<file path="config.mk">
export PLATFORM = sky130hd
export DESIGN_NAME = rvv_scalar_unit
export DESIGN_NICKNAME = d
export VERILOG_FILES = /design/src/logic/rvv_pkg.sv /design/src/logic/rvv_scalar_unit.sv
export SDC_FILE = /design/constraint.sdc
export NUM_CORES = 1
export LEC_CHECK = 0
export BUFFER_PORTS_ARGS = -buffer_cell sky130_fd_sc_hd__buf_2
export CORE_MARGIN = 4
export CORE_UTILIZATION = 30
export CTS_BUF_LIST = sky130_fd_sc_hd__clkbuf_8
export DETAILED_ROUTE_END_ITERATION = 7
export MAX_ROUTING_LAYER = met4
export PLACE_DENSITY = 0.44
export SETUP_SLACK_MARGIN = 0.5
export SLEW_MARGIN = 15
export SYNTH_ARGS = -nofsm -noshare
export SYNTH_HDL_FRONTEND = slang
export SYNTH_SLANG_ARGS = --single-unit
</file>
<file path="constraint.sdc">
create_clock -name clk -period 99.9 [get_ports clk]
set_clock_uncertainty 0.05 [all_clocks]
set_input_delay 14.985 -clock clk [delete_from_list [all_inputs] [get_ports clk]]
set_output_delay 14.985 -clock clk [all_outputs]
set_load 0.01 [all_outputs]
</file>
<file path="src/logic/rvv_pkg.sv">
package rvv_pkg;

	localparam int VLEN      = 128;
	localparam int VLENB     = VLEN / 8; // bytes per vector register
	localparam int NUM_VREGS = 32;
	localparam int MAX_LMUL  = 8;
	localparam int GRP_IDX_W = $clog2(MAX_LMUL) + 1; // one spare bit to catch overrun

	localparam logic [6:0] OPC_OP_V = 7'b1010111;

	// funct3 of the OP-V major opcode
	localparam logic [2:0] F3_OPIVV = 3'b000;
	localparam logic [2:0] F3_OPMVV = 3'b010;
	localparam logic [2:0] F3_OPIVI = 3'b011;
	localparam logic [2:0] F3_OPIVX = 3'b100;
	localparam logic [2:0] F3_CFG   = 3'b111;

	localparam logic [5:0] F6_MERGE   = 6'b010111; // vmerge, vmv.v.*
	localparam logic [5:0] F6_WXUNARY = 6'b010000; // vmv.x.s, vcpop.m

	typedef struct packed {
		logic       vill;
		logic       vma;
		logic       vta;
		logic [2:0] vsew;
		logic [2:0] vlmul;
	} vtype_t;

	localparam vtype_t VTYPE_ILL = '{vill: 1'b1, default: '0};

	typedef struct packed {
		vtype_t     vtype;
		logic [7:0] vl; // up to 128 elements at e8, m8
	} vcfg_t;

	// arithmetic format
	typedef struct packed {
		logic [5:0] funct6;
		logic       vm;
		logic [4:0] vs2;
		logic [4:0] vs1;
		logic [2:0] funct3;
		logic [4:0] vd;
		logic [6:0] opcode;
	} rvv_op_fmt_t;

	// vsetvli / vsetivli / vsetvl format
	typedef struct packed {
		logic [1:0] kind;   // insn[31:30]
		logic [9:0] zimm;   // vtype immediate, rs2 in zimm[4:0] for vsetvl
		logic [4:0] rs1;    // uimm for vsetivli
		logic [2:0] funct3;
		logic [4:0] rd;
		logic [6:0] opcode;
	} rvv_cfg_fmt_t;

	typedef union packed {
		rvv_op_fmt_t  op;
		rvv_cfg_fmt_t cfg;
	} rvv_insn_u;

	typedef struct packed {
		logic is_rvv;
		logic vsetvli;
		logic vsetivli;
		logic vsetvl;
		logic move;
		logic merge;
		logic vmv_x_s;
		logic cpop;
		logic src_vv;
		logic src_vx;
		logic src_vi;
	} rvv_dec_t;

	typedef struct packed {
		logic        done;
		logic        wr;
		logic [31:0] rd;
	} unit_res_t;

endpackage

</file>
<file path="src/logic/rvv_scalar_unit.sv">
`timescale 1ns/100ps

module rvv_scalar_unit import rvv_pkg::*; (
	input  logic             clk,
	input  logic             resetn,
	input  logic             start_i,
	input  rvv_dec_t         dec_i,
	input  rvv_insn_u        insn_i,
	input  logic [31:0]      rs1_i,
	input  logic [31:0]      rs2_i,
	input  logic [VLEN-1:0]  vs2_data_i,
	output vcfg_t            cfg_o,
	output logic [4:0]       vs2_addr_o,
	output unit_res_t        res_o
);

	vcfg_t       cfg_q;
	vtype_t      new_vtype;
	logic [7:0]  vlbase;
	logic [7:0]  vlmax;
	logic [7:0]  new_vl;
	logic [31:0] avl;
	logic        cfg_bad;
	logic        is_cfg;
	logic [31:0] elem0;
	logic [7:0]  pop;

	assign cfg_o      = cfg_q;
	assign vs2_addr_o = insn_i.op.vs2; // vs2 base for vmv.x.s and vcpop.m
	assign is_cfg     = dec_i.vsetvli | dec_i.vsetivli | dec_i.vsetvl;

	// new vtype and vl
	always_comb begin
		new_vtype = '0;
		if (dec_i.vsetvl)
			{new_vtype.vma, new_vtype.vta, new_vtype.vsew, new_vtype.vlmul} = rs2_i[7:0];
		else
			{new_vtype.vma, new_vtype.vta, new_vtype.vsew, new_vtype.vlmul} = insn_i.cfg.zimm[7:0];

		vlbase = 8'(VLENB) >> new_vtype.vsew[1:0]; // elements per register
		case (new_vtype.vlmul)
			3'b000, 3'b001, 3'b010, 3'b011: vlmax = vlbase << new_vtype.vlmul[1:0];
			3'b101: vlmax = vlbase >> 3;
			3'b110: vlmax = vlbase >> 2;
			3'b111: vlmax = vlbase >> 1;
			default: vlmax = '0; // reserved
		endcase
		cfg_bad = new_vtype.vsew[2] || vlmax == '0;

		if (dec_i.vsetivli)
			avl = 32'(insn_i.cfg.rs1);
		else if (insn_i.cfg.rs1 != '0)
			avl = rs1_i;
		else if (insn_i.cfg.rd != '0)
			avl = '1; // request vlmax
		else
			avl = 32'(cfg_q.vl);
		new_vl = (avl < 32'(vlmax)) ? avl[7:0] : vlmax;
	end

	always_comb begin
		case (cfg_q.vtype.vsew)
			3'b000: elem0 = {{24{vs2_data_i[7]}}, vs2_data_i[7:0]};
			3'b001: elem0 = {{16{vs2_data_i[15]}}, vs2_data_i[15:0]};
			default: elem0 = vs2_data_i[31:0]; // e64 returns the low word
		endcase

		pop = '0;
		for (int k = 0; k < VLEN; k++) begin
			if (k < int'(cfg_q.vl) && vs2_data_i[k])
				pop = pop + 8'd1;
		end
	end

	always_ff @(posedge clk) begin
		if (!resetn) begin
			cfg_q.vtype <= VTYPE_ILL;
			cfg_q.vl    <= '0;
			res_o       <= '0;
		end else begin
			res_o <= '0;
			if (start_i) begin
				if (is_cfg) begin
					cfg_q.vtype <= cfg_bad ? VTYPE_ILL : new_vtype;
					cfg_q.vl    <= cfg_bad ? 8'd0 : new_vl;
					res_o       <= '{done: 1'b1, wr: 1'b1, rd: cfg_bad ? 32'd0 : 32'(new_vl)};
				end else if (dec_i.vmv_x_s) begin
					res_o <= '{done: 1'b1, wr: 1'b1, rd: elem0};
				end else if (dec_i.cpop) begin
					res_o <= '{done: 1'b1, wr: 1'b1, rd: 32'(pop)};
				end
			end
		end
	end

endmodule

</file>
Word level (Yosys, flattened, before mapping)
Index checks and enable logic that the tools add are counted.
{"block": "word_totals", "reg_bits": 51, "latchBits": 0, "mem_bits_rw": 0, "rom_bits": 0, "out_inout_bits": 56, "n_memories": 0}
{"block": "op_classes", "add_sub_neg": 127, "n_mul": 0, "div_mod_pow": 0, "magnitude_cmp": 129, "n_eq_ne": 7, "shifts": 2, "n_mux": 141, "n_bitwise": 2, "reduce_logical": 137}
{"operator": "$mux 8", "n": 131}
{"operator": "$add 8x1->8 const B", "n": 127}
{"operator": "$lt 7x8->1 const A", "n": 64}
{"operator": "$lt 6x8->1 const A", "n": 32}
{"operator": "$logic_and 1x1->1", "n": 128}
{"operator": "$lt 5x8->1 const A", "n": 16}
{"operator": "$mux 34", "n": 3}
{"operator": "$mux 32", "n": 3}
{"operator": "$lt 4x8->1 const A", "n": 8}
{"operator": "$pmux 32 s2", "n": 1}
{"operator": "$lt 3x8->1 const A", "n": 4}
{"operator": "$lt 32x8->1", "n": 1}
{"operator": "$pmux 8 s4", "n": 1}
{"operator": "$lt 1x8->1 const A", "n": 2}
{"operator": "$lt 2x8->1 const A", "n": 2}
{"operator": "$reduce_bool 5->1", "n": 2}
{"operator": "$eq 3x3->1 const B", "n": 3}
{"operator": "$mux 9", "n": 1}
{"operator": "$logic_not 8->1", "n": 1}
{"operator": "$shl 8x2->8", "n": 1}
{"operator": "$shr 5x2->8 const A", "n": 1}
{"operator": "$eq 3x1->1 const B", "n": 2}
{"operator": "$eq 3x2->1 const B", "n": 2}
{"operator": "$logic_not 3->1", "n": 2}
{"operator": "other kinds (5)", "n": 7}

Depth between registers and ports, before layout
{"block": "logic_depth", "ltp_word": 260, "ltp_mapped": 419}

Worst setup path after synthesis
No wires, ideal clock.
{"block": "synth_path", "path_type": "input to register", "startpoint": "input vs2_data_i[1]", "endpoint": "register res_o[7] (netlist name)", "t_arrival_ns": 87.022, "required_ns": 99.723, "path_slack_ns": 12.701, "stages": 414, "n_path_buf": 2, "cell_sequence": "a21boi_0 -> ha_1 -> buf_1 -> a31o_2 -> a2111oi_0 -> nor3_2 -> ha_1 -> inv_1 -> nor2_1 -> a21oi_1 -> inv_1 -> ha_1 -> nor2_1 -> a21oi_1 -> ha_1 -> o211ai_1 -> a22oi_1 -> ha_1 -> [378 not listed] -> mux2_2 -> ha_1 -> mux2_2 -> ha_1 -> mux2i_1 -> inv_1 -> ha_1 -> nand2_1 -> or3b_1 -> nor2b_1 -> nor2_1 -> nor2_1 -> a31o_1 -> and3b_1 -> or3_1 -> and3_1 -> o21ai_1 -> a211oi_2"}
{"block": "synth_via", "elab_chain_len": 257}
{"element": "start, declared", "line": "rvv_scalar_unit.sv:11", "rtl": "input logic [VLEN-1:0] vs2_data_i,"}
{"element": "$logic_and 1x1->1 (*)", "line": "rvv_scalar_unit.sv:70", "rtl": "if (k < int'(cfg_q.vl) && vs2_data_i[k])"}
{"element": "$mux 8 (*)", "line": "rvv_scalar_unit.sv:70"}
{"element": "$add 8x1->8", "line": "rvv_scalar_unit.sv:71", "rtl": "pop = pop + 8'd1;"}
{"element": "$mux 8 (*)", "line": "rvv_scalar_unit.sv:70"}
{"element": "$add 8x1->8", "line": "rvv_scalar_unit.sv:71"}
{"element": "$mux 8 (*)", "line": "rvv_scalar_unit.sv:70"}
{"element": "$add 8x1->8", "line": "rvv_scalar_unit.sv:71"}
{"element": "$mux 8 (*)", "line": "rvv_scalar_unit.sv:70"}
{"element": "[241 not listed]"}
{"element": "$mux 8 (*)", "line": "rvv_scalar_unit.sv:70"}
{"element": "$add 8x1->8", "line": "rvv_scalar_unit.sv:71"}
{"element": "$mux 8 (*)", "line": "rvv_scalar_unit.sv:70"}
{"element": "$add 8x1->8", "line": "rvv_scalar_unit.sv:71"}
{"element": "$mux 8 (*)", "line": "rvv_scalar_unit.sv:70"}
{"element": "$mux 34 (*)", "line": "rvv_scalar_unit.sv:89", "rtl": "end else if (dec_i.cpop) begin"}
{"element": "$mux 34 (*)", "line": "rvv_scalar_unit.sv:87", "rtl": "end else if (dec_i.vmv_x_s) begin"}
{"element": "$mux 34 (*)", "line": "rvv_scalar_unit.sv:83", "rtl": "if (is_cfg) begin"}
{"element": "end signal, assigned", "line": "rvv_scalar_unit.sv:86", "rtl": "res_o <= '{done: 1'b1, wr: 1'b1, rd: cfg_bad ? 32'd0 : 32'(new_vl)};"}
{"element": "end signal, assigned", "line": "rvv_scalar_unit.sv:88", "rtl": "res_o <= '{done: 1'b1, wr: 1'b1, rd: elem0};"}
{"element": "end signal, assigned", "line": "rvv_scalar_unit.sv:90", "rtl": "res_o <= '{done: 1'b1, wr: 1'b1, rd: 32'(pop)};"}
{"element": "end, declared", "line": "rvv_scalar_unit.sv:14", "rtl": "output unit_res_t res_o"}
Every way passes the cells marked *; elsewhere a longest branch is shown, timed or not.
A chain may end at the register's enable or synchronous reset.

Worst setup path after layout
Ends and elaborated chain as after synthesis.

==> impl_metrics.env <==
export IMPL_status="finished clean"
export IMPL_cp_max_fo=8
export IMPL_power_density_nw_per_um2=19.65
export IMPL_ios=294
export IMPL_cts_inserted_buffers=5
export IMPL_start_util=0.3035
export IMPL_cp_required_ns=100.08
export IMPL_die_area_um2=91160
export IMPL_grt_ovfl_total=0
export IMPL_postSynthAreaPerCell_um2=7.097
export IMPL_cp_startpoint="vs2_data_i[1]"
export IMPL_drt_iter0_markers=1603
export IMPL_worst_setup_path_end_kind="register"
export IMPL_cp_slowest_stage_delay_ns=0.38
export IMPL_hold_viol=0
export IMPL_cp_arrival_ns=93.91
export IMPL_clkSinkCount=50
export IMPL_p_int_mw=0.2524
export IMPL_fillerInstances=9510
export IMPL_critical_path_class="in2reg"
export IMPL_combPwrFrac=0.935
export IMPL_synth_edf_count=0
export IMPL_leakagePower_nw=11.55
export IMPL_grt_pass1_vias=24800
export IMPL_cts_htree_levels=2
export IMPL_rsz0062_at_grt="no"
export IMPL_tightest_slew_ns=1.176
export IMPL_seq_power_share=0.036
export IMPL_setup_viol=0
export IMPL_hold_class="reg2reg"
export IMPL_start_kind="input pin"
export IMPL_cts_tree="built"
export IMPL_area_growth_pct=11.76
export IMPL_netlist_area_um2=25920
export IMPL_post_dp_cell_area_um2=28530
export IMPL_path_clk_slew_ns=0.12
export IMPL_ys_warn_count=0
export IMPL_synth_seq_area_share=0.03862
export IMPL_antenna_found_initial=8
export IMPL_worst_hold_slack_ns=0.4327
export IMPL_ys_ff_latch=50
export IMPL_clock_latency_ns=0.35
export IMPL_p_clk_frac=0.028
export IMPL_net_switching_power_mw=0.3168
export IMPL_ctsHoldBuffers=0
export IMPL_max_slew_margin=0.2104
export IMPL_fp_dieH_um=301.9
export IMPL_fmax_mhz=10.67
export IMPL_fin_area_um2=28970
export IMPL_cts_root_buffer="clkbuf_8"
export IMPL_drtAntennaViolNets=0
export IMPL_drv_slew=0
export IMPL_viasPerCell=5.308
export IMPL_portBuffers=249
export IMPL_grt_max_degree=49
export IMPL_fin_crit_sh=0.9383
export IMPL_final_nets=4221
export IMPL_route_detailed_drc=0
export IMPL_firstDrtPassIters=5
export IMPL_hp_start="cfg_o[16]"
export IMPL_finish_utilization=0.3392
export IMPL_post_drt_wl_per_cell_um=18.94
export IMPL_yosysUniqueCellTypes=108
export IMPL_async_flop_share=0
export IMPL_synth_cells=3652
export IMPL_place_congestion=0.8793
export IMPL_vias=26550
export IMPL_rows=107
export IMPL_coreArea_um2=85410
export IMPL_die_w_um=301.9
export IMPL_irDropWorstVdd_uv=9.177
export IMPL_synth_top_area_share=0.1439
export IMPL_netSwitchingFraction=0.5565
export IMPL_dp_hpwl_um=78790
export IMPL_rr_startpoint="cfg_o[4]"
export IMPL_max_cap_violations=0
export IMPL_track_usage=0.2043
export IMPL_syn_num_nets=4024
export IMPL_min_period_ns=93.74
export IMPL_layout_drive_gt1_share=0.1369
export IMPL_grt_pass1_wl_um=144100
export IMPL_synth_area_leaders="xnor2_1 14%, xor2_1 7.0%, nand2_1 7.0%"
export IMPL_cts_path_max_buffers=2
export IMPL_cp_slowest_cell="ha_1"
export IMPL_finalPower_mw=0.5692
export IMPL_setup_tns_ns=0
export IMPL_wirelength_um=94690
export IMPL_ys_flop_type="dfxtp_1"
export IMPL_cp_common_cell="ha_1"
export IMPL_yosysTopAreaCell="xnor2_1"
[final cells by class]
cell class / instances / area (um2) / area share
clock inverters: 3 / 48.80 / 0.001684
flip-flops and latches: 50 / 1007 / 0.03477
inverters: 120 / 450.4 / 0.01555
clock buffers: 5 / 68.82 / 0.002376
multi-input cells: 3368 / 24290 / 0.8383
diodes: 7 / 17.52 / 0.0006047
repair buffers: 304 / 1659 / 0.05727
well taps: 1144 / 1431 / 0.04941
[layer usage]
metal	routed length, um	track usage
met4	2334	0.04211
met5	0	-
met3	4121	0.02124
met1	46350	0.2838
met2	41880	0.3220
[cell usage in the layout (no fill, tap or decap), types with 49 or more instances in the layout]
cell / instances
and2_1: 49
nand2_1: 482
inv_1: 117
xnor2_1: 426
xnor3_1: 56
xor2_1: 206
nand4_1: 51
nor2_1: 351
buf_4: 55
mux2i_1: 72
ha_1: 133
o21ai_0: 139
buf_2: 249
nor3_1: 73
a21oi_1: 245
nand3_1: 137
o211ai_1: 59
[repair_timing]
action                     in CTS  in global routing
resized for setup               0                 58
setup buffers                   0                 10
setup endpoints to repair       0                  7
[power by group through the flow]
stage	clock network (mW)	registers (mW)	logic (mW)
global route	0.0176	0.0207	0.601
floorplan	0	0.0212	0.404
detailed placement	0	0.0211	0.509
global placement	0	0.0211	0.512
finish	0.0161	0.0207	0.532
CTS	0.0170	0.0207	0.514
[metrics by stage]
step                      instances  setup WS [ns]
after floorplan                3652          12.70
after global placement         4976          2.750
after detailed placement       4976          2.995
after CTS                      4984          3.097
after global routing           5000         0.4095
final                          5001          6.165
[logic make-up after synthesis]
kind of cell / synth area share
DFF: 0.03862
xor gates and xnor gates: 0.3144
and+or+nand+nor: 0.2683
buffers and inverters: 0.03587
muxes: 0.04591
adders and majority gates: 0.06700
AOI/OAI and AO/OA: 0.2299
[critical path: cells and delay by family]
| kind | cells | cell delay, ns |
|---|---|---|
| simple gates | 133 | 15.17 |
| fa+ha+maj | 124 | 37.98 |
| mux | 25 | 6.19 |
| compound gates | 109 | 17.60 |
| buf+inv | 22 | 1.79 |
[registers in the layout (all words and copies together), names as in the netlist]
signal and flops:
cfg_o 17, res_o 33
[synth_stat cells, types with 38 or more instances]
cell type	instances
dfxtp_1	50
and2_1	51
and3_1	45
o211ai_1	59
nand2_1	482
xnor2_1	426
xor2_1	207
xnor3_1	56
clkbuf_1	78
nor2b_1	45
a31oi_1	48
o21ai_0	145
nand2b_1	38
nand3_1	137
nand4_1	51
inv_1	117
mux2i_1	77
nor2_1	355
a21oi_1	254
nor3_1	79
o21a_1	40
ha_1	134
[final timing paths]
kind | endpoint | slack, ns | cells past startpoint
hold reg to reg | cfg_o[16] | 0.43 | 2
setup reg to reg | res_o[7] | 19.65 | 414
setup / recovery | res_o[7] | 6.16 | 413
hold / removal | cfg_o[16] | 0.43 | 2
Note: power is estimated with default switching activity, not from simulation.
