[config.mk]
export PLATFORM = sky130hd
export DESIGN_NAME = rvv_decode
export DESIGN_NICKNAME = d
export VERILOG_FILES = /design/src/logic/rvv_pkg.sv /design/src/logic/rvv_decode.sv
export SDC_FILE = /design/constraint.sdc
export NUM_CORES = 1
export LEC_CHECK = 0
export BUFFER_PORTS_ARGS = -buffer_cell sky130_fd_sc_hd__buf_2
export CAP_MARGIN = 10
export CORE_AREA = 2 2 39 41
export DETAILED_ROUTE_END_ITERATION = 10
export DIE_AREA = 0 0 41 43
export SYNTH_ARGS = -nofsm -noshare
export SYNTH_HDL_FRONTEND = slang
export SYNTH_SLANG_ARGS = --single-unit
[constraint.sdc]
create_clock -name vclk -period 1.1
set_clock_uncertainty 0.15 [all_clocks]
set_input_delay 0.11 -clock vclk [all_inputs]
set_output_delay 0.11 -clock vclk [all_outputs]
set_load 0.05 [all_outputs]
[src/logic/rvv_pkg.sv]
package rvv_pkg;

	localparam int VLEN      = 128;
	localparam int VLENB     = VLEN / 8; // bytes per vector register
	localparam int NUM_VREGS = 32;
	localparam int MAX_LMUL  = 8;
	localparam int GRP_IDX_W = $clog2(MAX_LMUL) + 1; // one spare bit to catch overrun

	localparam logic [6:0] OPC_OP_V = 7'b1010111;

	// funct3 of the OP-V major opcode
	localparam logic [2:0] F3_OPIVV = 3'b000;
	localparam logic [2:0] F3_OPMVV = 3'b010;
	localparam logic [2:0] F3_OPIVI = 3'b011;
	localparam logic [2:0] F3_OPIVX = 3'b100;
	localparam logic [2:0] F3_CFG   = 3'b111;

	localparam logic [5:0] F6_MERGE   = 6'b010111; // vmerge, vmv.v.*
	localparam logic [5:0] F6_WXUNARY = 6'b010000; // vmv.x.s, vcpop.m

	typedef struct packed {
		logic       vill;
		logic       vma;
		logic       vta;
		logic [2:0] vsew;
		logic [2:0] vlmul;
	} vtype_t;

	localparam vtype_t VTYPE_ILL = '{vill: 1'b1, default: '0};

	typedef struct packed {
		vtype_t     vtype;
		logic [7:0] vl; // up to 128 elements at e8, m8
	} vcfg_t;

	// arithmetic format
	typedef struct packed {
		logic [5:0] funct6;
		logic       vm;
		logic [4:0] vs2;
		logic [4:0] vs1;
		logic [2:0] funct3;
		logic [4:0] vd;
		logic [6:0] opcode;
	} rvv_op_fmt_t;

	// vsetvli / vsetivli / vsetvl format
	typedef struct packed {
		logic [1:0] kind;   // insn[31:30]
		logic [9:0] zimm;   // vtype immediate, rs2 in zimm[4:0] for vsetvl
		logic [4:0] rs1;    // uimm for vsetivli
		logic [2:0] funct3;
		logic [4:0] rd;
		logic [6:0] opcode;
	} rvv_cfg_fmt_t;

	typedef union packed {
		rvv_op_fmt_t  op;
		rvv_cfg_fmt_t cfg;
	} rvv_insn_u;

	typedef struct packed {
		logic is_rvv;
		logic vsetvli;
		logic vsetivli;
		logic vsetvl;
		logic move;
		logic merge;
		logic vmv_x_s;
		logic cpop;
		logic src_vv;
		logic src_vx;
		logic src_vi;
	} rvv_dec_t;

	typedef struct packed {
		logic        done;
		logic        wr;
		logic [31:0] rd;
	} unit_res_t;

endpackage

[src/logic/rvv_decode.sv]
`timescale 1ns/100ps

module rvv_decode import rvv_pkg::*; (
	input  rvv_insn_u insn_i,
	output rvv_dec_t  dec_o
);

	logic grp_op; // move or merge

	always_comb begin
		dec_o = '0;
		if (insn_i.op.opcode == OPC_OP_V) begin
			case (insn_i.op.funct3)
				F3_CFG: begin
					dec_o.vsetvli  = !insn_i.cfg.kind[1];
					dec_o.vsetivli = insn_i.cfg.kind == 2'b11;
					// vsetvl needs insn[29:25] clear
					dec_o.vsetvl   = insn_i.cfg.kind == 2'b10 && insn_i.cfg.zimm[9:5] == '0;
				end
				F3_OPIVV, F3_OPIVX, F3_OPIVI: begin
					if (insn_i.op.funct6 == F6_MERGE) begin
						dec_o.merge = !insn_i.op.vm;
						dec_o.move  = insn_i.op.vm && insn_i.op.vs2 == '0;
					end
				end
				F3_OPMVV: begin
					if (insn_i.op.funct6 == F6_WXUNARY && insn_i.op.vm) begin
						dec_o.vmv_x_s = insn_i.op.vs1 == 5'b00000;
						dec_o.cpop    = insn_i.op.vs1 == 5'b10000;
					end
				end
				default: ;
			endcase
		end

		grp_op = dec_o.move | dec_o.merge;
		dec_o.src_vv = grp_op && insn_i.op.funct3 == F3_OPIVV;
		dec_o.src_vx = grp_op && insn_i.op.funct3 == F3_OPIVX;
		dec_o.src_vi = grp_op && insn_i.op.funct3 == F3_OPIVI;

		dec_o.is_rvv = |{dec_o.vsetvli, dec_o.vsetivli, dec_o.vsetvl,
			grp_op, dec_o.vmv_x_s, dec_o.cpop};
	end

endmodule

After elaboration in Yosys (flattened, before gate mapping)
Index checks and enable logic that the tools add are counted.

Memories kept: 0. Memory bits (writable): 0. Memory bits (read-only): 0. Register bits after elaboration: 0. Word-level logic and storage cells: 31. Output and inout bits: 11. Latch bits: 0.

Order comparisons: 0. Add/sub/neg operators: 0. Div/mod/pow operators: 0. $mul: 0. Eq/ne operators: 10. Multiplexer cells: 6. Shift-type cells: 0. Bitwise logic cells: 1. Reduce and logical (&&, ||, !) cells: 14.

Operators by type and width (count): $logic_not 5->1 (3); $eq 6x5->1 const B (2); $mux 2 (4); $eq 7x7->1 const B (1); $mux 7 (1); $eq 3x2->1 const B (2); $eq 3x3->1 const B (2); $logic_and 1x1->1 (6); $reduce_or 6->1 (1); $eq 5x5->1 const B (1); $eq 2x2->1 const B (2); $logic_not 3->1 (1); $mux 3 (1); $reduce_or 3->1 (1); $logic_not 1->1 (2); $or 1x1->1 (1).

Logic depth before layout (Yosys ltp)
Gate-level depths: netlist (run 1).

Depth in word-level cells: 7. Depth in mapped cells: 4. Depth with buffers taken out: 4.

Worst setup path before layout (run 1)
Ideal clock, no wire load.

Path type: input to output. From: input insn_i[3] (netlist bit). To: output dec_o[6] (netlist bit). Slack: -1.369 ns. Stages on the path: 4. Arrival time: 2.209 ns. Path through: nand3b_1 -> nor4_4 -> nand2_1 -> nor4_1.

RTL lines: from (decl) (line rvv_decode.sv:4) `input rvv_insn_u insn_i,`; to (decl) (line rvv_decode.sv:5) `output rvv_dec_t dec_o`.

==> results_dict.tcl, run 1 <==
set metrics [dict create \
    ctsHoldBuffers 0 \
    place_area_um2 613 \
    synth_cells 35 \
    antenna_left 0 \
    min_period_ns 1.60 \
    cellPowerDensity_nw_per_um2 189 \
    grt_util_all_layers_pct 15.3 \
    drt_iter0_drc 2 \
    cp_cell_sequence "buf_6 > or4_4 > nand4b_1 > nor2_2 > buf_6" \
    setup_tns_ns -4.69 \
    clock_buffers 0 \
    floorplan.initialDensity_pct 17.3 \
    arrival_ns 1.34 \
    fin_nets 124 \
    slowest_stage "or4_4" \
    antenna_cells 0 \
    io-pin-count 43 \
    max_cap_violations 0 \
    num_rows 14 \
    fin_area_um2 796 \
    max_freq_mhz 627 \
    worst_path_most_repeated_cell "buf_6" \
    gp_congestion 0.723 \
    dieArea_um2 1760 \
    grt_overflow 0 \
    grt_max_degree 5 \
    rsz0062_at_grt "true" \
    hold_viol 0 \
    die_height_um 43 \
    cp-end-kind "primary output" \
    areaGrowthSynthToFinish_pct 233 \
    status "finished with violations" \
    seq_cells 0 \
    worstSetupPathType "in -> out" \
    ys_types 20 \
    worstPathRequired_ns 0.84 \
    min-delay-start "insn_i[19]" \
    dr.pass1.iters 2 \
    seq_area_frac_synth_pct 0 \
    final_util_pct 57.5 \
    min_delay_path_depth 3 \
    ir_drop_uv 95.3 \
    drc 0 \
    hpwlAfterDp_um 977 \
    syn-num-nets 67 \
    crit_fanout 3 \
    vias 485 \
    max_stage_delay_ns 0.53 \
    relSlewSlack_pct 80.2 \
    grt_pass1_wl_um 2010 \
    portBuffers 38 \
    p_leak_nw 0.377 \
    antenna_found_initial 0 \
    core_um2 1380 \
    setup_ws_ns -0.495 \
    setup_viol 11 \
    drive_gt1_share_pct 83.3 \
    netlist_area_um2 239 \
    post-route-period-util_pct 145 \
    crit_family "simple AND/OR/NAND/NOR gates" \
    avgSynthCellArea_um2 6.83 \
    tightest_slew_ns 0.295 \
    grt_pass1_vias 508 \
    hold_class "in -> out" \
    via_per_inst 4.58 \
    slew_violations 0 \
    worstPathBufferInverterCount 2 \
    violations "negative setup slack" \
    yosysWarningCount 0 \
    critical_path.startpoint_type "input pin" \
    final-seq-area_um2 0 \
    die_x_um 41 \
    wl_per_cell_um 10.8 \
    drt_wl_total_um 1140 \
    hold_end "dec_o[4]" \
]
## cell type report
type | count | area (um2)
Fill cell | 132 | 588
Timing Repair Buffer | 55 | 430
Multi-Input combinational cell | 31 | 330
Tap cell | 16 | 20.0
Inverter | 4 | 15.0
## power by group
group          leakage, nW  switching (mW)  internal, mW
Combinational        0.377          0.0642        0.0863
Sequential               0               0             0
Clock                    0               0             0
Total                0.377          0.0642        0.0863
## cell usage after synthesis, types with 2 or more instances
cell,count,share of area (%)
inv_1,4,6.3
nand2_1,2,3.1
nor2_1,5,7.9
nor3_2,2,8.4
nand4b_1,3,11
nand3b_1,2,6.3
nand3_1,2,4.2
nor4_1,3,7.9
## stage by stage
stage / hold slack, ns / total power [mW] / cells / setup WS [ns]
2_1_floorplan: 0.123 / 0.0315 / 35 / -0.552
3_3_place_gp: 0.396 / 0.124 / 103 / -0.621
3_5_place_dp: 0.394 / 0.128 / 103 / -0.628
4_1_cts: 0.343 / 0.147 / 106 / -0.497
5_1_grt: 0.360 / 0.164 / 106 / -0.554
6_report: 0.344 / 0.150 / 106 / -0.495
## worst min-delay path, delay by kind of cell
family,cells,cell delay [ns]
buffers and inverters,2,0.23
and+or+nand+nor,1,0.04
## worst max path at each step
| stage | cells past startpoint | start | endpoint |
|---|---|---|---|
| finish | 5 | insn_i[26] | dec_o[3] |
| global route | 5 | insn_i[26] | dec_o[3] |
| detailed placement | 6 | insn_i[20] | dec_o[2] |
| CTS | 5 | insn_i[26] | dec_o[3] |
| floorplan | 4 | insn_i[3] | dec_o[6] |
| global placement | 6 | insn_i[20] | dec_o[2] |
## placed cells by master, fill, tap and decap left out, drive strengths merged
master   n
nand4b   3
buf     55
nor2     6
a21oi    1
and4     1
nor3     3
nand3b   2
nor4b    1
and3     1
or4      2
or2      1
nand2    2
o21ai    1
inv      4
nand3    2
o211ai   1
nor4     4
## repair_timing
action                                  4_1_cts  5_1_grt
pin swaps                                     5        5
endpoints found under the setup margin       11       11
resized for setup                            35        4
buffers inserted                              3        0
## kinds of logic (layout without fill, tap and decap cells)
kind of cell / count (synthesis) / in the layout / synth area share, %
buf+inv: 4 / 59 / 6.28
simple gates: 28 / 28 / 82.7
compound gates: 3 / 3 / 11.0
## routing by layer
| layer | track usage, % | vias to the layer above | routed length [um] |
|---|---|---|---|
| met1 | 17.6 | 221 | 370 |
| met2 | 30.0 | 19 | 678 |
| met3 | 1.05 | 0 | 95 |
| met4 | 0 | 0 | 0 |
| li1 | - | 245 | - |
| met5 | 0 | - | 0 |
Power figures use the tool's default switching activity.
==> run 2, diff against run 1 <==
--- a/config.mk
+++ b/config.mk
@@ -5,11 +5,11 @@
 export SDC_FILE = /design/constraint.sdc
 export NUM_CORES = 1
 export LEC_CHECK = 0
-export BUFFER_PORTS_ARGS = -buffer_cell sky130_fd_sc_hd__buf_2
 export CAP_MARGIN = 10
 export CORE_AREA = 2 2 39 41
 export DETAILED_ROUTE_END_ITERATION = 10
 export DIE_AREA = 0 0 41 43
+export DONT_BUFFER_PORTS = 1
 export SYNTH_ARGS = -nofsm -noshare
 export SYNTH_HDL_FRONTEND = slang
 export SYNTH_SLANG_ARGS = --single-unit
==> results_dict.tcl, run 2 (synthesis results as in run 1) <==
set metrics [dict create \
    setup_tns_ns -3.65 \
    grt_overflow 0 \
    floorplan.initialDensity_pct 17.3 \
    grt_util_all_layers_pct 9.32 \
    arrival_ns 1.26 \
    post-place-ws_ns -0.454 \
    cellPowerDensity_nw_per_um2 96.9 \
    drt_wl_total_um 860 \
    p_leak_nw 0.247 \
    cp_cell_sequence "or4_4 > nand4b_1 > nor2_2 > buf_12" \
    io-pin-count 43 \
    antenna_cells 0 \
    hold_class "in -> out" \
    layout_common_cells "buf_4, buf_12, inv_1" \
    hold_viol 0 \
    power.switching_mw 0.0304 \
    layout_commonest_cell "buf_4" \
    die_height_um 43 \
    relSlewSlack_pct 78.6 \
    gp_congestion 0.695 \
    ir_drop_uv 52.2 \
    num_rows 14 \
    rsz0062_at_grt "true" \
    drive_gt1_share_pct 72.7 \
    clkPwrFrac_pct 0 \
    slowest_stage "or4_4" \
    fillers 121 \
    drt_iter0_drc 2 \
    seq_power_share_pct 0 \
    worstPathRequired_ns 0.84 \
    status "finished with violations" \
    portBuffers 0 \
    vias 357 \
    grt_pass1_vias 319 \
    via_per_inst 5.03 \
    areaGrowthSynthToFinish_pct 163 \
    grt_max_degree 6 \
    max_freq_mhz 656 \
    combinationalPowerShare_pct 100.0 \
    worstSetupPathType "in -> out" \
    post-route-period-util_pct 139 \
    worstPathBufferInverterCount 1 \
    clock_buffers 0 \
    antenna_found_initial 0 \
    p_sw_share_pct 49.8 \
    die_x_um 41 \
    grt_pass1_wl_um 1220 \
    internal_power_mw 0.0306 \
    max_cap_violations 0 \
    violations "negative setup slack" \
    antenna_left 0 \
    ctsHoldBuffers 0 \
    drc 0 \
    core_um2 1380 \
    seq_cells 0 \
    tightest_slew_ns 0.320 \
    hpwlAfterDp_um 756 \
    dr.pass1.iters 2 \
    setup_ws_ns -0.424 \
    slew_violations 0 \
    crit_fanout 3 \
    wl_per_cell_um 12.1 \
    setup_viol 11 \
    cp-end-kind "primary output" \
    final-seq-area_um2 0 \
    crit_family "simple AND/OR/NAND/NOR gates" \
    min_period_ns 1.52 \
    min-delay-start "insn_i[25]" \
    critical_path.startpoint_type "input pin" \
    dieArea_um2 1760 \
    fin_nets 89 \
    min_delay_path_depth 2 \
    hold_end "dec_o[5]" \
    max_stage_delay_ns 0.53 \
]
-- run 2: metal layers --
metal  part of all wire, %  wire length [um]  up-vias  GRT usage, %
met2                    52               451       19          15.3
met1                    34               290      160          11.5
li1                      -                 -      178             -
met3                    14               117        0          4.19
met4                     0                 0        0             0
met5                     0                 0        -             0
-- run 2: layout make-up --
cell class | count | area (um2) | share of cell area (%)
inverter | 4 | 15.0 | 2.39
multi-input combinational | 31 | 333 | 52.9
tap | 16 | 20.0 | 3.18
timing repair buffer | 20 | 262 | 41.6
-- run 2: how the worst max path moves through the flow --
| stage | from | endpoint | cells past startpoint |
|---|---|---|---|
| final | insn_i[27] | dec_o[4] | 4 |
| after global routing | insn_i[27] | dec_o[10] | 4 |
| after CTS | insn_i[20] | dec_o[1] | 5 |
| after detailed placement | insn_i[27] | dec_o[4] | 4 |
| after global placement | insn_i[27] | dec_o[3] | 4 |
| after floorplan | insn_i[3] | dec_o[6] | 4 |
-- run 2: power groups by stage --
stage	Combinational (mW)	Clock (mW)	Sequential (mW)
floorplan	0.0315	0	0
global placement	0.0490	0	0
detailed placement	0.0496	0	0
CTS	0.0580	0	0
global route	0.0646	0	0
finish	0.0610	0	0
-- run 2: repair_timing --
item	in CTS	in global routing
setup buffers	2	1
gates resized for setup	8	4
pin swaps	7	4
setup endpoints to repair	11	11
-- run 2: stage by stage --
stage | instances | util, % | power [mW] | cell area (um2) | hold WS, ns
detailed placement | 68 | 39.4 | 0.0496 | 546 | 0.221
finish | 71 | 45.5 | 0.0610 | 629 | 0.224
CTS | 70 | 43.2 | 0.0580 | 598 | 0.226
floorplan | 35 | - | 0.0315 | 298 | 0.123
global route | 71 | 45.5 | 0.0646 | 629 | 0.226
global placement | 68 | 39.4 | 0.0490 | 546 | 0.220
==> run 3, diff against run 2 <==
--- a/config.mk
+++ b/config.mk
@@ -13,3 +13,4 @@
 export SYNTH_ARGS = -nofsm -noshare
 export SYNTH_HDL_FRONTEND = slang
 export SYNTH_SLANG_ARGS = --single-unit
+export TNS_END_PERCENT = 20
==> results_dict.tcl, run 3 (synthesis results as in run 1) <==
set metrics [dict create \
    status "finished with violations" \
    violations "negative setup slack" \
    worstPathRequired_ns 0.84 \
    layout_common_cells "buf_12, buf_4, inv_1" \
    setup_tns_ns -4.13 \
    via_per_inst 4.99 \
    drt_wl_total_um 929 \
    arrival_ns 1.31 \
    rsz0062_at_grt "true" \
    post-place-ws_ns -0.476 \
    grt_overflow 0 \
    placed_cells 69 \
    hold_viol 0 \
    ctsHoldBuffers 0 \
    grt_util_all_layers_pct 10.7 \
    num_rows 14 \
    seq_cells 0 \
    antenna_cells 0 \
    drt_iter0_drc 2 \
    place_area_um2 563 \
    setup_ws_ns -0.472 \
    grt_pass1_vias 344 \
    min_delay_path_depth 2 \
    io-pin-count 43 \
    clock_buffers 0 \
    grt_max_degree 6 \
    drc 0 \
    gp_congestion 0.742 \
    hold_class "in -> out" \
    dieArea_um2 1760 \
    portBuffers 0 \
    cellPowerDensity_nw_per_um2 87.5 \
    worstSetupPathType "in -> out" \
    dr.pass1.iters 2 \
    die_x_um 41 \
    fin_nets 87 \
    die_height_um 43 \
    setup_viol 11 \
    min_period_ns 1.57 \
    grt_pass1_wl_um 1400 \
    ir_drop_uv 44.2 \
    min-delay-start "insn_i[31]" \
    hold_end "dec_o[9]" \
    p_leak_nw 0.232 \
    drive_gt1_share_pct 69.8 \
    crit_fanout 3 \
    slew_violations 0 \
    final-seq-area_um2 0 \
    core_um2 1380 \
    layout_commonest_cell "buf_12" \
    antenna_left 0 \
    tightest_slew_ns 0.337 \
    post-route-period-util_pct 143 \
    areaGrowthSynthToFinish_pct 160 \
    cp-end-kind "primary output" \
    vias 344 \
    max_freq_mhz 636 \
    relSlewSlack_pct 77.4 \
    final_cells 69 \
    antenna_found_initial 0 \
    hpwlAfterDp_um 822 \
    fin_area_um2 622 \
    wl_per_cell_um 13.5 \
    floorplan.initialDensity_pct 17.3 \
    max_cap_violations 0 \
    critical_path.startpoint_type "input pin" \
]
-- run 3: cell count changes in the layout (fill, tap and decap cells not counted), sizes merged --
cell / previous run / this run
buf: 20 / 18
-- run 3: where the power goes --
group,switching [mW],internal [mW],total [mW],leakage (nW)
Combinational,0.0296,0.0248,0.0544,0.232
Sequential,0,0,0,0
Clock,0,0,0,0
-- run 3: cell type report --
type / count / area [um2]
Inverter: 4 / 15.0
Fill cell: 129 / 762
Timing Repair Buffer: 18 / 264
Multi-Input combinational cell: 31 / 323
Tap cell: 16 / 20.0
-- run 3: worst max-delay path: stages --
cell      delay [ns]
or4_4           0.53
nand4b_1        0.30
nor2_2          0.22
buf_12          0.15
-- run 3: metrics by stage --
stage	utilization [%]	hold slack [ns]	power (mW)
floorplan	-	0.134	0.0312
global placement	40.7	0.232	0.0457
detailed placement	40.7	0.232	0.0470
CTS	43.5	0.232	0.0518
global route	44.9	0.235	0.0579
finish	44.9	0.231	0.0544
-- run 3: layer usage --
layer	share of wire, %	up-vias	GRT usage [%]
li1	-	171	-
met1	32	150	13.5
met2	54	23	19.1
met3	13	0	2.09
met4	0	0	0
met5	0	-	0
-- run 3: worst max-delay path by stage --
stage,startpoint,depth (start not counted),slack [ns],endpoint
4_1_cts,insn_i[20],5,-0.48,dec_o[1]
3_3_place_gp,insn_i[27],4,-0.45,dec_o[3]
5_1_grt,insn_i[3],5,-0.55,dec_o[3]
3_5_place_dp,insn_i[20],5,-0.48,dec_o[1]
6_report,insn_i[27],4,-0.47,dec_o[3]
2_1_floorplan,insn_i[3],4,-0.55,dec_o[6]
-- run 3: what timing repair did --
item / CTS / global route
setup endpoints to repair: 11 / 11
setup buffers: 0 / 0
gates resized for setup: 7 / 4
pin swaps: 3 / 3
