==> src/logic/rvv_pkg.sv <==
package rvv_pkg;

	localparam int VLEN      = 128;
	localparam int VLENB     = VLEN / 8; // bytes per vector register
	localparam int NUM_VREGS = 32;
	localparam int MAX_LMUL  = 8;
	localparam int GRP_IDX_W = $clog2(MAX_LMUL) + 1; // one spare bit to catch overrun

	localparam logic [6:0] OPC_OP_V = 7'b1010111;

	// funct3 of the OP-V major opcode
	localparam logic [2:0] F3_OPIVV = 3'b000;
	localparam logic [2:0] F3_OPMVV = 3'b010;
	localparam logic [2:0] F3_OPIVI = 3'b011;
	localparam logic [2:0] F3_OPIVX = 3'b100;
	localparam logic [2:0] F3_CFG   = 3'b111;

	localparam logic [5:0] F6_MERGE   = 6'b010111; // vmerge, vmv.v.*
	localparam logic [5:0] F6_WXUNARY = 6'b010000; // vmv.x.s, vcpop.m

	typedef struct packed {
		logic       vill;
		logic       vma;
		logic       vta;
		logic [2:0] vsew;
		logic [2:0] vlmul;
	} vtype_t;

	localparam vtype_t VTYPE_ILL = '{vill: 1'b1, default: '0};

	typedef struct packed {
		vtype_t     vtype;
		logic [7:0] vl; // up to 128 elements at e8, m8
	} vcfg_t;

	// arithmetic format
	typedef struct packed {
		logic [5:0] funct6;
		logic       vm;
		logic [4:0] vs2;
		logic [4:0] vs1;
		logic [2:0] funct3;
		logic [4:0] vd;
		logic [6:0] opcode;
	} rvv_op_fmt_t;

	// vsetvli / vsetivli / vsetvl format
	typedef struct packed {
		logic [1:0] kind;   // insn[31:30]
		logic [9:0] zimm;   // vtype immediate, rs2 in zimm[4:0] for vsetvl
		logic [4:0] rs1;    // uimm for vsetivli
		logic [2:0] funct3;
		logic [4:0] rd;
		logic [6:0] opcode;
	} rvv_cfg_fmt_t;

	typedef union packed {
		rvv_op_fmt_t  op;
		rvv_cfg_fmt_t cfg;
	} rvv_insn_u;

	typedef struct packed {
		logic is_rvv;
		logic vsetvli;
		logic vsetivli;
		logic vsetvl;
		logic move;
		logic merge;
		logic vmv_x_s;
		logic cpop;
		logic src_vv;
		logic src_vx;
		logic src_vi;
	} rvv_dec_t;

	typedef struct packed {
		logic        done;
		logic        wr;
		logic [31:0] rd;
	} unit_res_t;

endpackage

==> src/logic/rvv_pcpi_ctrl.sv <==
`timescale 1ns/100ps

module rvv_pcpi_ctrl import rvv_pkg::*; (
	input  logic         clk,
	input  logic         resetn,
	input  logic         pcpi_valid_i,
	input  rvv_dec_t     dec_i,
	input  unit_res_t    scal_res_i,
	input  unit_res_t    elem_res_i,
	output logic         start_o,
	output logic         pcpi_wr_o,
	output logic [31:0]  pcpi_rd_o,
	output logic         pcpi_wait_o,
	output logic         pcpi_ready_o
);

	logic        busy;
	logic        accept;
	logic        any_done;
	logic        res_wr;
	logic [31:0] res_rd;

	// valid still high during ready belongs to the finished insn
	assign accept   = pcpi_valid_i && dec_i.is_rvv && !busy && !pcpi_ready_o;
	assign any_done = scal_res_i.done | elem_res_i.done;

	// at most one unit reports per instruction
	assign res_wr = (scal_res_i.done & scal_res_i.wr) | (elem_res_i.done & elem_res_i.wr);
	assign res_rd = (scal_res_i.done ? scal_res_i.rd : 32'd0)
		| (elem_res_i.done ? elem_res_i.rd : 32'd0);

	always_ff @(posedge clk) begin
		pcpi_rd_o <= any_done ? res_rd : 32'd0;
		if (!resetn) begin
			busy         <= 1'b0;
			start_o      <= 1'b0;
			pcpi_ready_o <= 1'b0;
			pcpi_wr_o    <= 1'b0;
			pcpi_wait_o  <= 1'b0;
		end else begin
			start_o      <= accept; // one cycle only, busy blocks a repeat
			pcpi_ready_o <= busy && any_done;
			pcpi_wr_o    <= busy && res_wr;
			pcpi_wait_o  <= (start_o || pcpi_wait_o) && !any_done;
			if (accept)
				busy <= 1'b1;
			else if (any_done)
				busy <= 1'b0;
		end
	end

	a_one_done: assert property (@(posedge clk) disable iff (!resetn)
		!(scal_res_i.done && elem_res_i.done));

endmodule

==> config.mk <==
export PLATFORM = sky130hd
export DESIGN_NAME = rvv_pcpi_ctrl
export DESIGN_NICKNAME = d
export VERILOG_FILES = /design/src/logic/rvv_pkg.sv /design/src/logic/rvv_pcpi_ctrl.sv
export SDC_FILE = /design/constraint.sdc
export NUM_CORES = 1
export LEC_CHECK = 0
export BUFFER_PORTS_ARGS = -buffer_cell sky130_fd_sc_hd__buf_4
export CORE_AREA = 2 2 59 61
export CTS_BUF_LIST = sky130_fd_sc_hd__clkbuf_8
export CTS_CLUSTER_DIAMETER = 200
export DETAILED_ROUTE_END_ITERATION = 16
export DIE_AREA = 0 0 61 63
export PLACE_DENSITY_LB_ADDON = 0.05
export SLEW_MARGIN = 40
export SYNTH_ARGS = -nofsm -noshare
export SYNTH_HDL_FRONTEND = slang
export SYNTH_SLANG_ARGS = --single-unit
==> constraint.sdc <==
create_clock -name clk -period 1.8 [get_ports clk]
set_clock_uncertainty 0.2 [all_clocks]
set_input_delay 0.36 -clock clk [delete_from_list [all_inputs] [get_ports clk]]
set_output_delay 0.36 -clock clk [all_outputs]
set_load 0.01 [all_outputs]
# Word level (Yosys, flattened, before mapping)
# Cells that the tools add are included.
[classes] n_addsub=0 multipliers=0 n_div=0 n_lt_le_gt_ge=0 n_eq_ne=0 shift=0 mux=4 bitwise_logic=5 n_reduce_logical=11
[ops] op="$mux W32" n=2
[ops] op="$or A32 B32 Y32" n=1
[ops] op="$logic_and A1 B1 Y1" n=6
[ops] op="$logic_not A1 Y1" n=3
[ops] op="$and A1 B1 Y1" n=2
[ops] op="$mux W1" n=2
[ops] op="$or A1 B1 Y1" n=2
[ops] op="$reduce_bool A2 Y1" n=1
[ops] op="$logic_or A1 B1 Y1" n=1
[word_totals] ff_bits=37 latch_bits=0 ram_bits=0 romBits=0 in_bits=82 out_inout_bits=36 elab_cells=26 n_memories=0

# Longest topological paths before layout
# Gate-level depths: netlist (run 1).
[depth] ltp_word=4 ltp_mapped=3

# Worst setup path after synthesis (run 1)
# OpenSTA, ideal clock, no wires.
[synth_path] path_type="in2reg" start="in elem_res_i[33] in the netlist's numbering" end="reg pcpi_ready_o" setup_time_ns=0.117 arrival_time_ns=0.849 slack_ns=0.634 stages=3 n_path_buf=1 path_cell_list="buf_4 or2_4 nor2b_4"
[synth_between] elab_chain_len=2
[synth_rtl] element="start: declaration" line_no="rvv_pcpi_ctrl.sv:9" rtl="input unit_res_t elem_res_i,"
[synth_rtl] element="$or A1 B1 Y1" line_no="rvv_pcpi_ctrl.sv:25" rtl="assign any_done = scal_res_i.done | elem_res_i.done;"
[synth_rtl] element="$logic_and A1 B1 Y1" line_no="rvv_pcpi_ctrl.sv:42" rtl="pcpi_ready_o <= busy && any_done;"
[synth_rtl] element="end signal: assignment" line_no="rvv_pcpi_ctrl.sv:42"
[synth_rtl] element="end: declaration" line_no="rvv_pcpi_ctrl.sv:14" rtl="output logic pcpi_ready_o"
# Every way passes these cells.
# A chain may end at the register's enable or synchronous reset.

# Worst setup path after layout (run 1)
[layout_path] start="reg pcpi_wait_o" end="out pcpi_wait_o"
[layout_rtl] element="start: declaration" line_no="rvv_pcpi_ctrl.sv:13" rtl="output logic pcpi_wait_o,"
[layout_rtl] element="start signal: assignment" line_no="rvv_pcpi_ctrl.sv:44" rtl="pcpi_wait_o <= (start_o || pcpi_wait_o) && !any_done;"
# No word-level cell between the ends.

==> results.md, run 1 <==
GRT:
- The first global-routing pass estimated 4.45 mm of wire.
- The maximum number of pins on one net before global-route repair is 35.
- The number of antenna violations at the first check in global routing is 0.
- Global routing finished with a remaining overflow of 0.
- The via count of the first global-routing pass is 1095.
- The overall track demand over capacity in global routing is 15.3%.

Synth:
- The fraction of the mapped netlist area in compound gates is 26.1%.
- After Yosys synthesis, XOR and XNOR cells account for 0% of the synthesized area.
- After synthesis, flip-flops and latches occupy 62.7% of the total area.
- After Yosys synthesis, and, or, nand and nor cells account for 3.92% of the synthesized area.
- In the synthesized netlist, the cells that appear most often are dfxtp_1, a22o_1, buf_6.
- The share of flip-flops with an asynchronous set or reset after synthesis is 0%.
- Multiplexer cells account for 0% of the synthesized area.
- The number of nets handed over by synthesis was 169.
- Summing every instance area after synthesis gives 1180 um^2.
- The cell type with the largest total area after synthesis is dfxtp_1.
- The synthesized area per cell is 13.6 um^2.
- The number of enable flip-flop cells after synthesis is 0.
- Ranked by total cell area, the synthesized netlist is headed by dfxtp_1, a22o_1, buf_6, a22o_2, nor2b_4.
- The synthesized netlist devotes 0% of its cell area to adder and majority cells.
- The total of flip-flops plus latches after synthesis is 37.
- Summed over its instances, the top area cell type makes up 62.7% of the synthesized netlist area.
- The dominant synthesized flop cell is dfxtp_1.
- Counting distinct cell types in the post-synthesis netlist gives 13.
- The most repeated cell in the gate-level netlist after synthesis is dfxtp_1.
- The combinational family with the most area after synthesis is compound AO/OA/AOI/OAI gates.
- The number of warnings issued by yosys is 0.
- Synthesis produced 87 cells.

Place:
- The number of input and output port buffers inserted is 107.
- The final weighted congestion in routability-driven placement is 0.687.

Route:
- The average vias per placed instance is 4.52.
- The wire length per cell after detailed routing is 12.2 um.
- The final wirelength is 2.91 mm.
- The routed layout has 1081 vias.
- Before antenna repair, the detailed router went through 3 iterations.
- The number of nets with antenna violations after detailed routing is 0.
- For this run, design rule violations remaining after detail routing come to 0.
- The initial detailed-routing violation count is 23.

Clocking:
- The number of sinks handled by clock tree synthesis is 37.
- The clock passes through at most 2 buffers.
- The total clock buffers created by CTS is 5.
- The maximum level of the CTS H-tree is 2.
- The clock tree from TritonCTS is done.
- The hold-fix buffer count after cts is 0.
- The clock tree root driver cell is clkbuf_8.
- The number of post-CTS setup repair buffers is 0.
- After clock tree synthesis, the clock-pin slew on the worst setup and hold paths is 0.06 ns.
- The number of gates resized after CTS is 0.
- The clock reaches the later pin of the worst-skew pair after 0.27 ns.

Die:
- The placement row count is 21.
- The floorplan step defined a die boundary enclosing 3840 um^2.
- The die height is 63 um.
- During I/O placement, the number of pins put on the boundary was 118.
- Once the floorplan was initialized, standard cells occupied 36.5% of the core.
- The core box area is 3230 um^2.
- The die outline width is 61 um.

Pwr:
- After layout, the design draws a total of 1.76 mW.
- The leakage power figure is 1.04 nW.
- Dividing total power by cell area gives a power density of 862 nW/um^2.
- The largest vdd supply drop is 0.687 mV.

Worst setup path:
- Counting both buffers and inverters, the worst setup path holds a total of 1.
- Along the worst path, the maximum fanout reaches 2.
- The worst setup path is launched from a flip-flop.
- The setup check on the worst reg-to-reg path leaves a slack of 0.86 ns.
- The reg-to-reg critical path startpoint is pcpi_ready_o.
- The end of the worst register-to-register path is busy.
- By startpoint and endpoint, the worst setup path is classified as flip-flop to primary output.
- The number of cells on the worst reg-to-reg path is 2.
- The critical path's slowest cell is dfxtp_1.
- The critical path endpoint category is a primary output.
- In this design, the stage delay of the slowest critical-path cell is 0.33 ns.
- The data required time at the worst endpoint is 1.24 ns.
- The cell family with the largest share of critical-path delay is flip-flops.
- The critical path goes through buf_4.
- Data on the critical path arrives at its endpoint at 0.72 ns.

Worst hold path:
- The class of the most critical hold timing path is input pin to flip-flop.
- The worst-case hold path end point is pcpi_rd_o[11].
- The startpoint of the most critical hold path is elem_res_i[11].
- Along the worst hold path, the cell count comes to 2.

Finish:
- After the last flow step, the layout net total stands at 275.
- The filler cells instantiated in the layout total 272.
- The final core utilization is 63.2%.
- Relative to the synthesized area, the layout overhead comes to 72.9%.
- The repair_antennas step left the layout with diodes totalling 0.
- The ratio of cells with drive above 1 in the final layout is 61.1%.

STA:
- The max-slew violation count came to 0.
- For the pin with the worst max-slew slack, the measured transition is 0.340 ns.
- The sum of negative setup slack is 0 ns.
- The number of hold-slack violations in the final timing report is 0.
- Measured against its own limit, the worst slew margin works out to 77.3%.
- The final critical path takes up 71.0% of the cycle.
- The time the worst path needs with I/O delays and setup is 1.28 ns.
- Setup violations remaining at the end of the flow were counted as 0.
- The achievable clock frequency is 782 MHz.
- Setup repair after global routing left no endpoint under its margin.

Flow run:
- The number of maximum-capacitance constraint violations is 0.

Run status:
- The run finished with clean final reports.
## layout make-up
type / instances / area (um^2) / share of cell area (%)
Sequential cell: 37 / 741 / 36.3
Tap cell: 46 / 57.6 / 2.82
Timing Repair Buffer: 107 / 803 / 39.3
Clock inverter: 1 / 3.75 / 0.184
Multi-Input combinational cell: 42 / 354 / 17.3
Clock buffer: 6 / 82.6 / 4.04
## cell families (layout without fill, tap and decap cells)
family	Yosys count	after routing
buffers and inverters	8	114
AOI/OAI and AO/OA	35	35
DFF	37	37
and+or+nand+nor	7	7
## metrics by stage
stage                     hold slack [ns]  worst slack, ns  instance area (um^2)  cells
final                              0.0898            0.522                  2040    239
after global routing               0.0830            0.492                  2040    239
after CTS                          0.0818            0.501                  2040    239
after detailed placement            0.249            0.469                  1960    232
after global placement              0.233            0.480                  1960    232
after floorplan                     0.224            0.634                  1180     87
## where the power goes
group	leakage [nW]	total, mW	switching [mW]	internal [mW]
logic	0.677	0.322	0.111	0.211
registers	0.310	0.895	0.0154	0.880
clock network	0.0485	0.544	0.246	0.297
total	1.04	1.76	0.373	1.39
## routing by layer
| metal | vias up | track usage [%] | wire length, um | part of all wire (%) |
|---|---|---|---|---|
| met1 | 481 | 16.1 | 1010 | 35 |
| met4 | 0 | 5.43 | 27 | 0.93 |
| met5 | - | 0 | 0 | 0 |
| met2 | 62 | 26.3 | 1530 | 53 |
| met3 | 4 | 6.42 | 344 | 12 |
| li1 | 534 | - | - | - |
## placed cells by master, fill, tap and decap left out, types with 2 or more instances in the layout
cell / Yosys / routed
buf_4: 1 / 107
a22o_1: 30 / 30
a22o_2: 2 / 2
clkbuf_8: 0 / 6
nor2_1: 3 / 3
dfxtp_1: 37 / 37
## worst max path at each step
stage,startpoint,end,slack (ns),depth (start not counted)
floorplan,elem_res_i[33],pcpi_ready_o,0.63,3
global placement,scal_res_i[33],pcpi_ready_o,0.48,3
detailed placement,scal_res_i[33],pcpi_ready_o,0.47,3
CTS,pcpi_wait_o,pcpi_wait_o,0.50,1
global route,pcpi_wait_o,pcpi_wait_o,0.49,1
finish,pcpi_wait_o,pcpi_wait_o,0.52,1
## registers in the layout, indices dropped and copies added (netlist names)
name,flops
busy,1
pcpi_rd_o,32
pcpi_ready_o,1
pcpi_wait_o,1
pcpi_wr_o,1
start_o,1
(Power assumes the default switching activity.)
==> inputs of run 2 (changes only) <==
CORE_AREA = 2 2 61 63   (was 2 2 59 61)
DIE_AREA = 0 0 63 65   (was 0 0 61 63)
clock period = 1.3 ns   (was 1.8 ns; I/O delays follow)
==> run 2 against run 1 <==
The flow now finishes with violations (negative hold slack). Clock-buffer cell count unchanged. Die area increased by 6.6%. Cell area up 32%. Hold slack got worse by 0.092 ns. Core utilization up 14 points. Non-clock buffer count rose by 61. Combinational power up 92%. Total power rose by 63%. Global-route usage grew 6.4 points. Via count grew 28%. Critical path depth is the same. Final cell count rose by 27%.
==> results.md, run 2 (synthesis results as in run 1) <==
GRT:
- The number of antenna violations at the first check in global routing came to 0 (unchanged).
- The maximum number of pins on one net before global-route repair came to 21 (was 35).
- The overall track demand over capacity in global routing is 21.7% (was 15.3%).
- The via count of the first global-routing pass is 1487 (was 1095).
- The total global routing overflow came to 0 (unchanged).
- The global-route wire length before repair is 6.77 mm (was 4.45 mm).

Worst setup path:
- The critical path's slowest cell is dfxtp_1 (unchanged).
- The nature of the critical path startpoint is a flip-flop (unchanged).
- The critical path endpoint category was a primary output (unchanged).
- The maximum fanout along the worst path is 2 (unchanged).
- The number of buffers and inverters on the critical path came to 1 (unchanged).
- The class of the most critical setup path is flip-flop to primary output (unchanged).
- The endpoint arrival time on the critical path is 0.76 ns (was 0.72 ns).
- The cell family with the largest share of critical-path delay is flip-flops (unchanged).
- Cell-by-cell listing of the critical path: buf_4 (unchanged).
- The data required time at the worst endpoint came to 0.84 ns (was 1.24 ns).
- The biggest cell delay along the critical path is 0.35 ns (was 0.33 ns).

Die:
- The total die area is 4100 um^2 (was 3840 um^2).
- The placement row count is 22 (was 21).
- The initial core utilization came to 33.8% (was 36.5%).
- The die outline width is 63 um (was 61 um).
- The number of placed I/O pins is 118 (unchanged).
- The die height is 65 um (was 63 um).
- The core box area was 3500 um^2 (was 3230 um^2).

Pwr:
- The clock network fraction of design power is 35.1% (was 30.9%).
- The fraction of power spent switching nets is 21.3% (was 21.2%).
- The largest vdd supply drop is 0.706 mV (was 0.687 mV).
- The sequential power share is 43.3% (was 50.8%).
- The internal power is 2.26 mW (was 1.39 mW).
- The net switching power is 611 uW (was 373 uW).
- The leakage power figure is 1.32 nW (was 1.04 nW).
- The power per unit of standard cell area is 1060 nW/um^2 (was 862 nW/um^2).
- The part of the power in combinational logic was 21.6% (was 18.3%).

STA:
- Timing would allow up to 823 MHz.
- The number of hold-slack violations in the final timing report is 1 (was 0).
- RSZ-0062 raised after global routing: false (unchanged).
- The worst relative slew slack is 85.5% (was 77.3%).
- The time the worst path needs with I/O delays and setup is 1.22 ns.
- The least setup slack across all paths after layout came to 0.0845 ns (was 0.522 ns).
- The max-slew violation count came to 0 (unchanged).
- The transition time of the tightest slew-check pin came to 0.218 ns (was 0.340 ns).
- The final worst hold slack is -0.00231 ns (was 0.0898 ns).
- The post-route fraction of the period consumed by the critical path is 93.5%.
- The sum of negative setup slack is 0 ns (unchanged).
- The number of endpoints failing setup at the final stage was 0 (unchanged).

Clocking:
- The number of gates resized after CTS was 0 (unchanged).
- The clock edge transition at the registers on the reported setup and hold paths came to 0.07 ns (was 0.06 ns).
- The clock latency reported for the late side of the worst-skew pair is 0.28 ns (was 0.27 ns).
- The total clock buffers created by CTS is 5 (unchanged).
- The maximum buffer depth of the clock tree is 2 (unchanged).
- The hold-fix buffer count after cts was 59 (was 0).
- The maximum level of the CTS H-tree came to 2 (unchanged).
- The number of sinks handled by clock tree synthesis is 37 (unchanged).
- The number of post-CTS setup repair buffers is 0 (unchanged).
- The clock tree from TritonCTS is done (unchanged).
- The clock tree root driver cell is clkbuf_8 (unchanged).

Finish:
- The post-layout instance area is 2710 um^2 (was 2040 um^2).
- The final-layout fill cell count is 218 (was 272).
- The final net count is 336 (was 275).
- The multi-input combinational cell area was 354 um^2 (unchanged).
- Highest-count cells in the layout ignoring fill and taps: buf_4, dlygate4sd3_1, dfxtp_1, a22o_1, clkbuf_8 (was buf_4, dfxtp_1, a22o_1, clkbuf_8, nor2_1).
- The number of flip-flops in the largest register came to 32 (unchanged).
- The number of antenna diodes is 0 (unchanged).
- The commonest non-fill, non-tap cell in the layout is buf_4 (unchanged).
- The storage element area is 741 um^2 (unchanged).
- The synthesis-to-layout area growth is 129% (was 72.9%).
- The ratio of cells with drive above 1 in the final layout is 47.5% (was 61.1%).
- The largest register by flop count is pcpi_rd_o (unchanged).

Place:
- The post-detailed-placement half-perimeter wirelength is 2.44 mm.
- The final weighted congestion in routability-driven placement is 0.811 (was 0.687).
- The number of input and output port buffers inserted is 107 (unchanged).
- The cell area after placement is 2000 um^2 (was 1960 um^2).
- The worst setup slack before clock tree synthesis came to 0.128 ns (was 0.469 ns).

Run status:
- Run status: finished, violations left (was completed).
- The checks that failed: negative hold slack.

Route:
- The number of nets with antenna violations after detailed routing was 0 (unchanged).
- The final routed DRC violation total was 0 (unchanged).
- The total via count in the routed design is 1387 (was 1081).
- The iteration count of the initial detailed-routing pass is 4 (was 3).
- The average vias per placed instance is 4.58 (was 4.52).
- The wire length per cell after detailed routing is 14.1 um (was 12.2 um).
- The final wirelength is 4.29 mm (was 2.91 mm).
- The initial detailed-routing violation count is 64 (was 23).

Flow run:
- The number of maximum-capacitance constraint violations is 0 (unchanged).

Worst hold path:
- The class of the most critical hold timing path is input pin to flip-flop (unchanged).
[run 2: final timing paths]
kind / from / endpoint / slack [ns] / cells past startpoint
min reg2reg: busy / start_o / 0.25 / 1
min: scal_res_i[11] / pcpi_rd_o[11] / -0.002 / 2
max reg2reg: pcpi_ready_o / busy / 0.35 / 2
max: pcpi_ready_o / pcpi_ready_o / 0.08 / 1
[run 2: worst reg2reg max path, delay by kind of cell (launching register included)]
family | cells | cell delay (ns)
AO/OA/AOI/OAI | 1 | 0.15
flip-flops | 1 | 0.32
AND/OR/NAND/NOR | 1 | 0.21
[run 2: metal layers]
metal / vias to the layer above / share of wire [%] / GRT usage, %
met5: - / 0 / 0
met4: 0 / 2.6 / 11.9
met3: 11 / 7.4 / 6.60
met2: 73 / 54 / 37.8
met1: 643 / 36 / 23.6
li1: 660 / - / -
[run 2: final cells by class]
| cell class | instances | area share (%) |
|---|---|---|
| Multi-Input combinational cell | 42 | 13.1 |
| Clock inverter | 2 | 1.25 |
| Tap cell | 48 | 2.22 |
| Timing Repair Buffer | 168 | 53.0 |
| Clock buffer | 6 | 3.05 |
| Sequential cell | 37 | 27.4 |
[run 2: through the flow]
stage | hold WS [ns] | util (%) | instances | power [mW]
floorplan | 0.181 | - | 87 | 1.44
global placement | 0.231 | 57.2 | 236 | 1.72
detailed placement | 0.238 | 57.2 | 236 | 1.74
CTS | 0.000971 | 77.4 | 303 | 2.88
global route | 0.00237 | 77.4 | 303 | 2.98
finish | -0.00231 | 77.4 | 303 | 2.87
[run 2: power groups by stage]
stage               registers (mW)  clock network, mW  logic [mW]
finish                        1.24               1.01       0.619
global route                  1.25               1.08       0.659
CTS                           1.24               1.03       0.614
detailed placement            1.27                  0       0.469
global placement              1.26                  0       0.461
floorplan                     1.31                  0       0.127
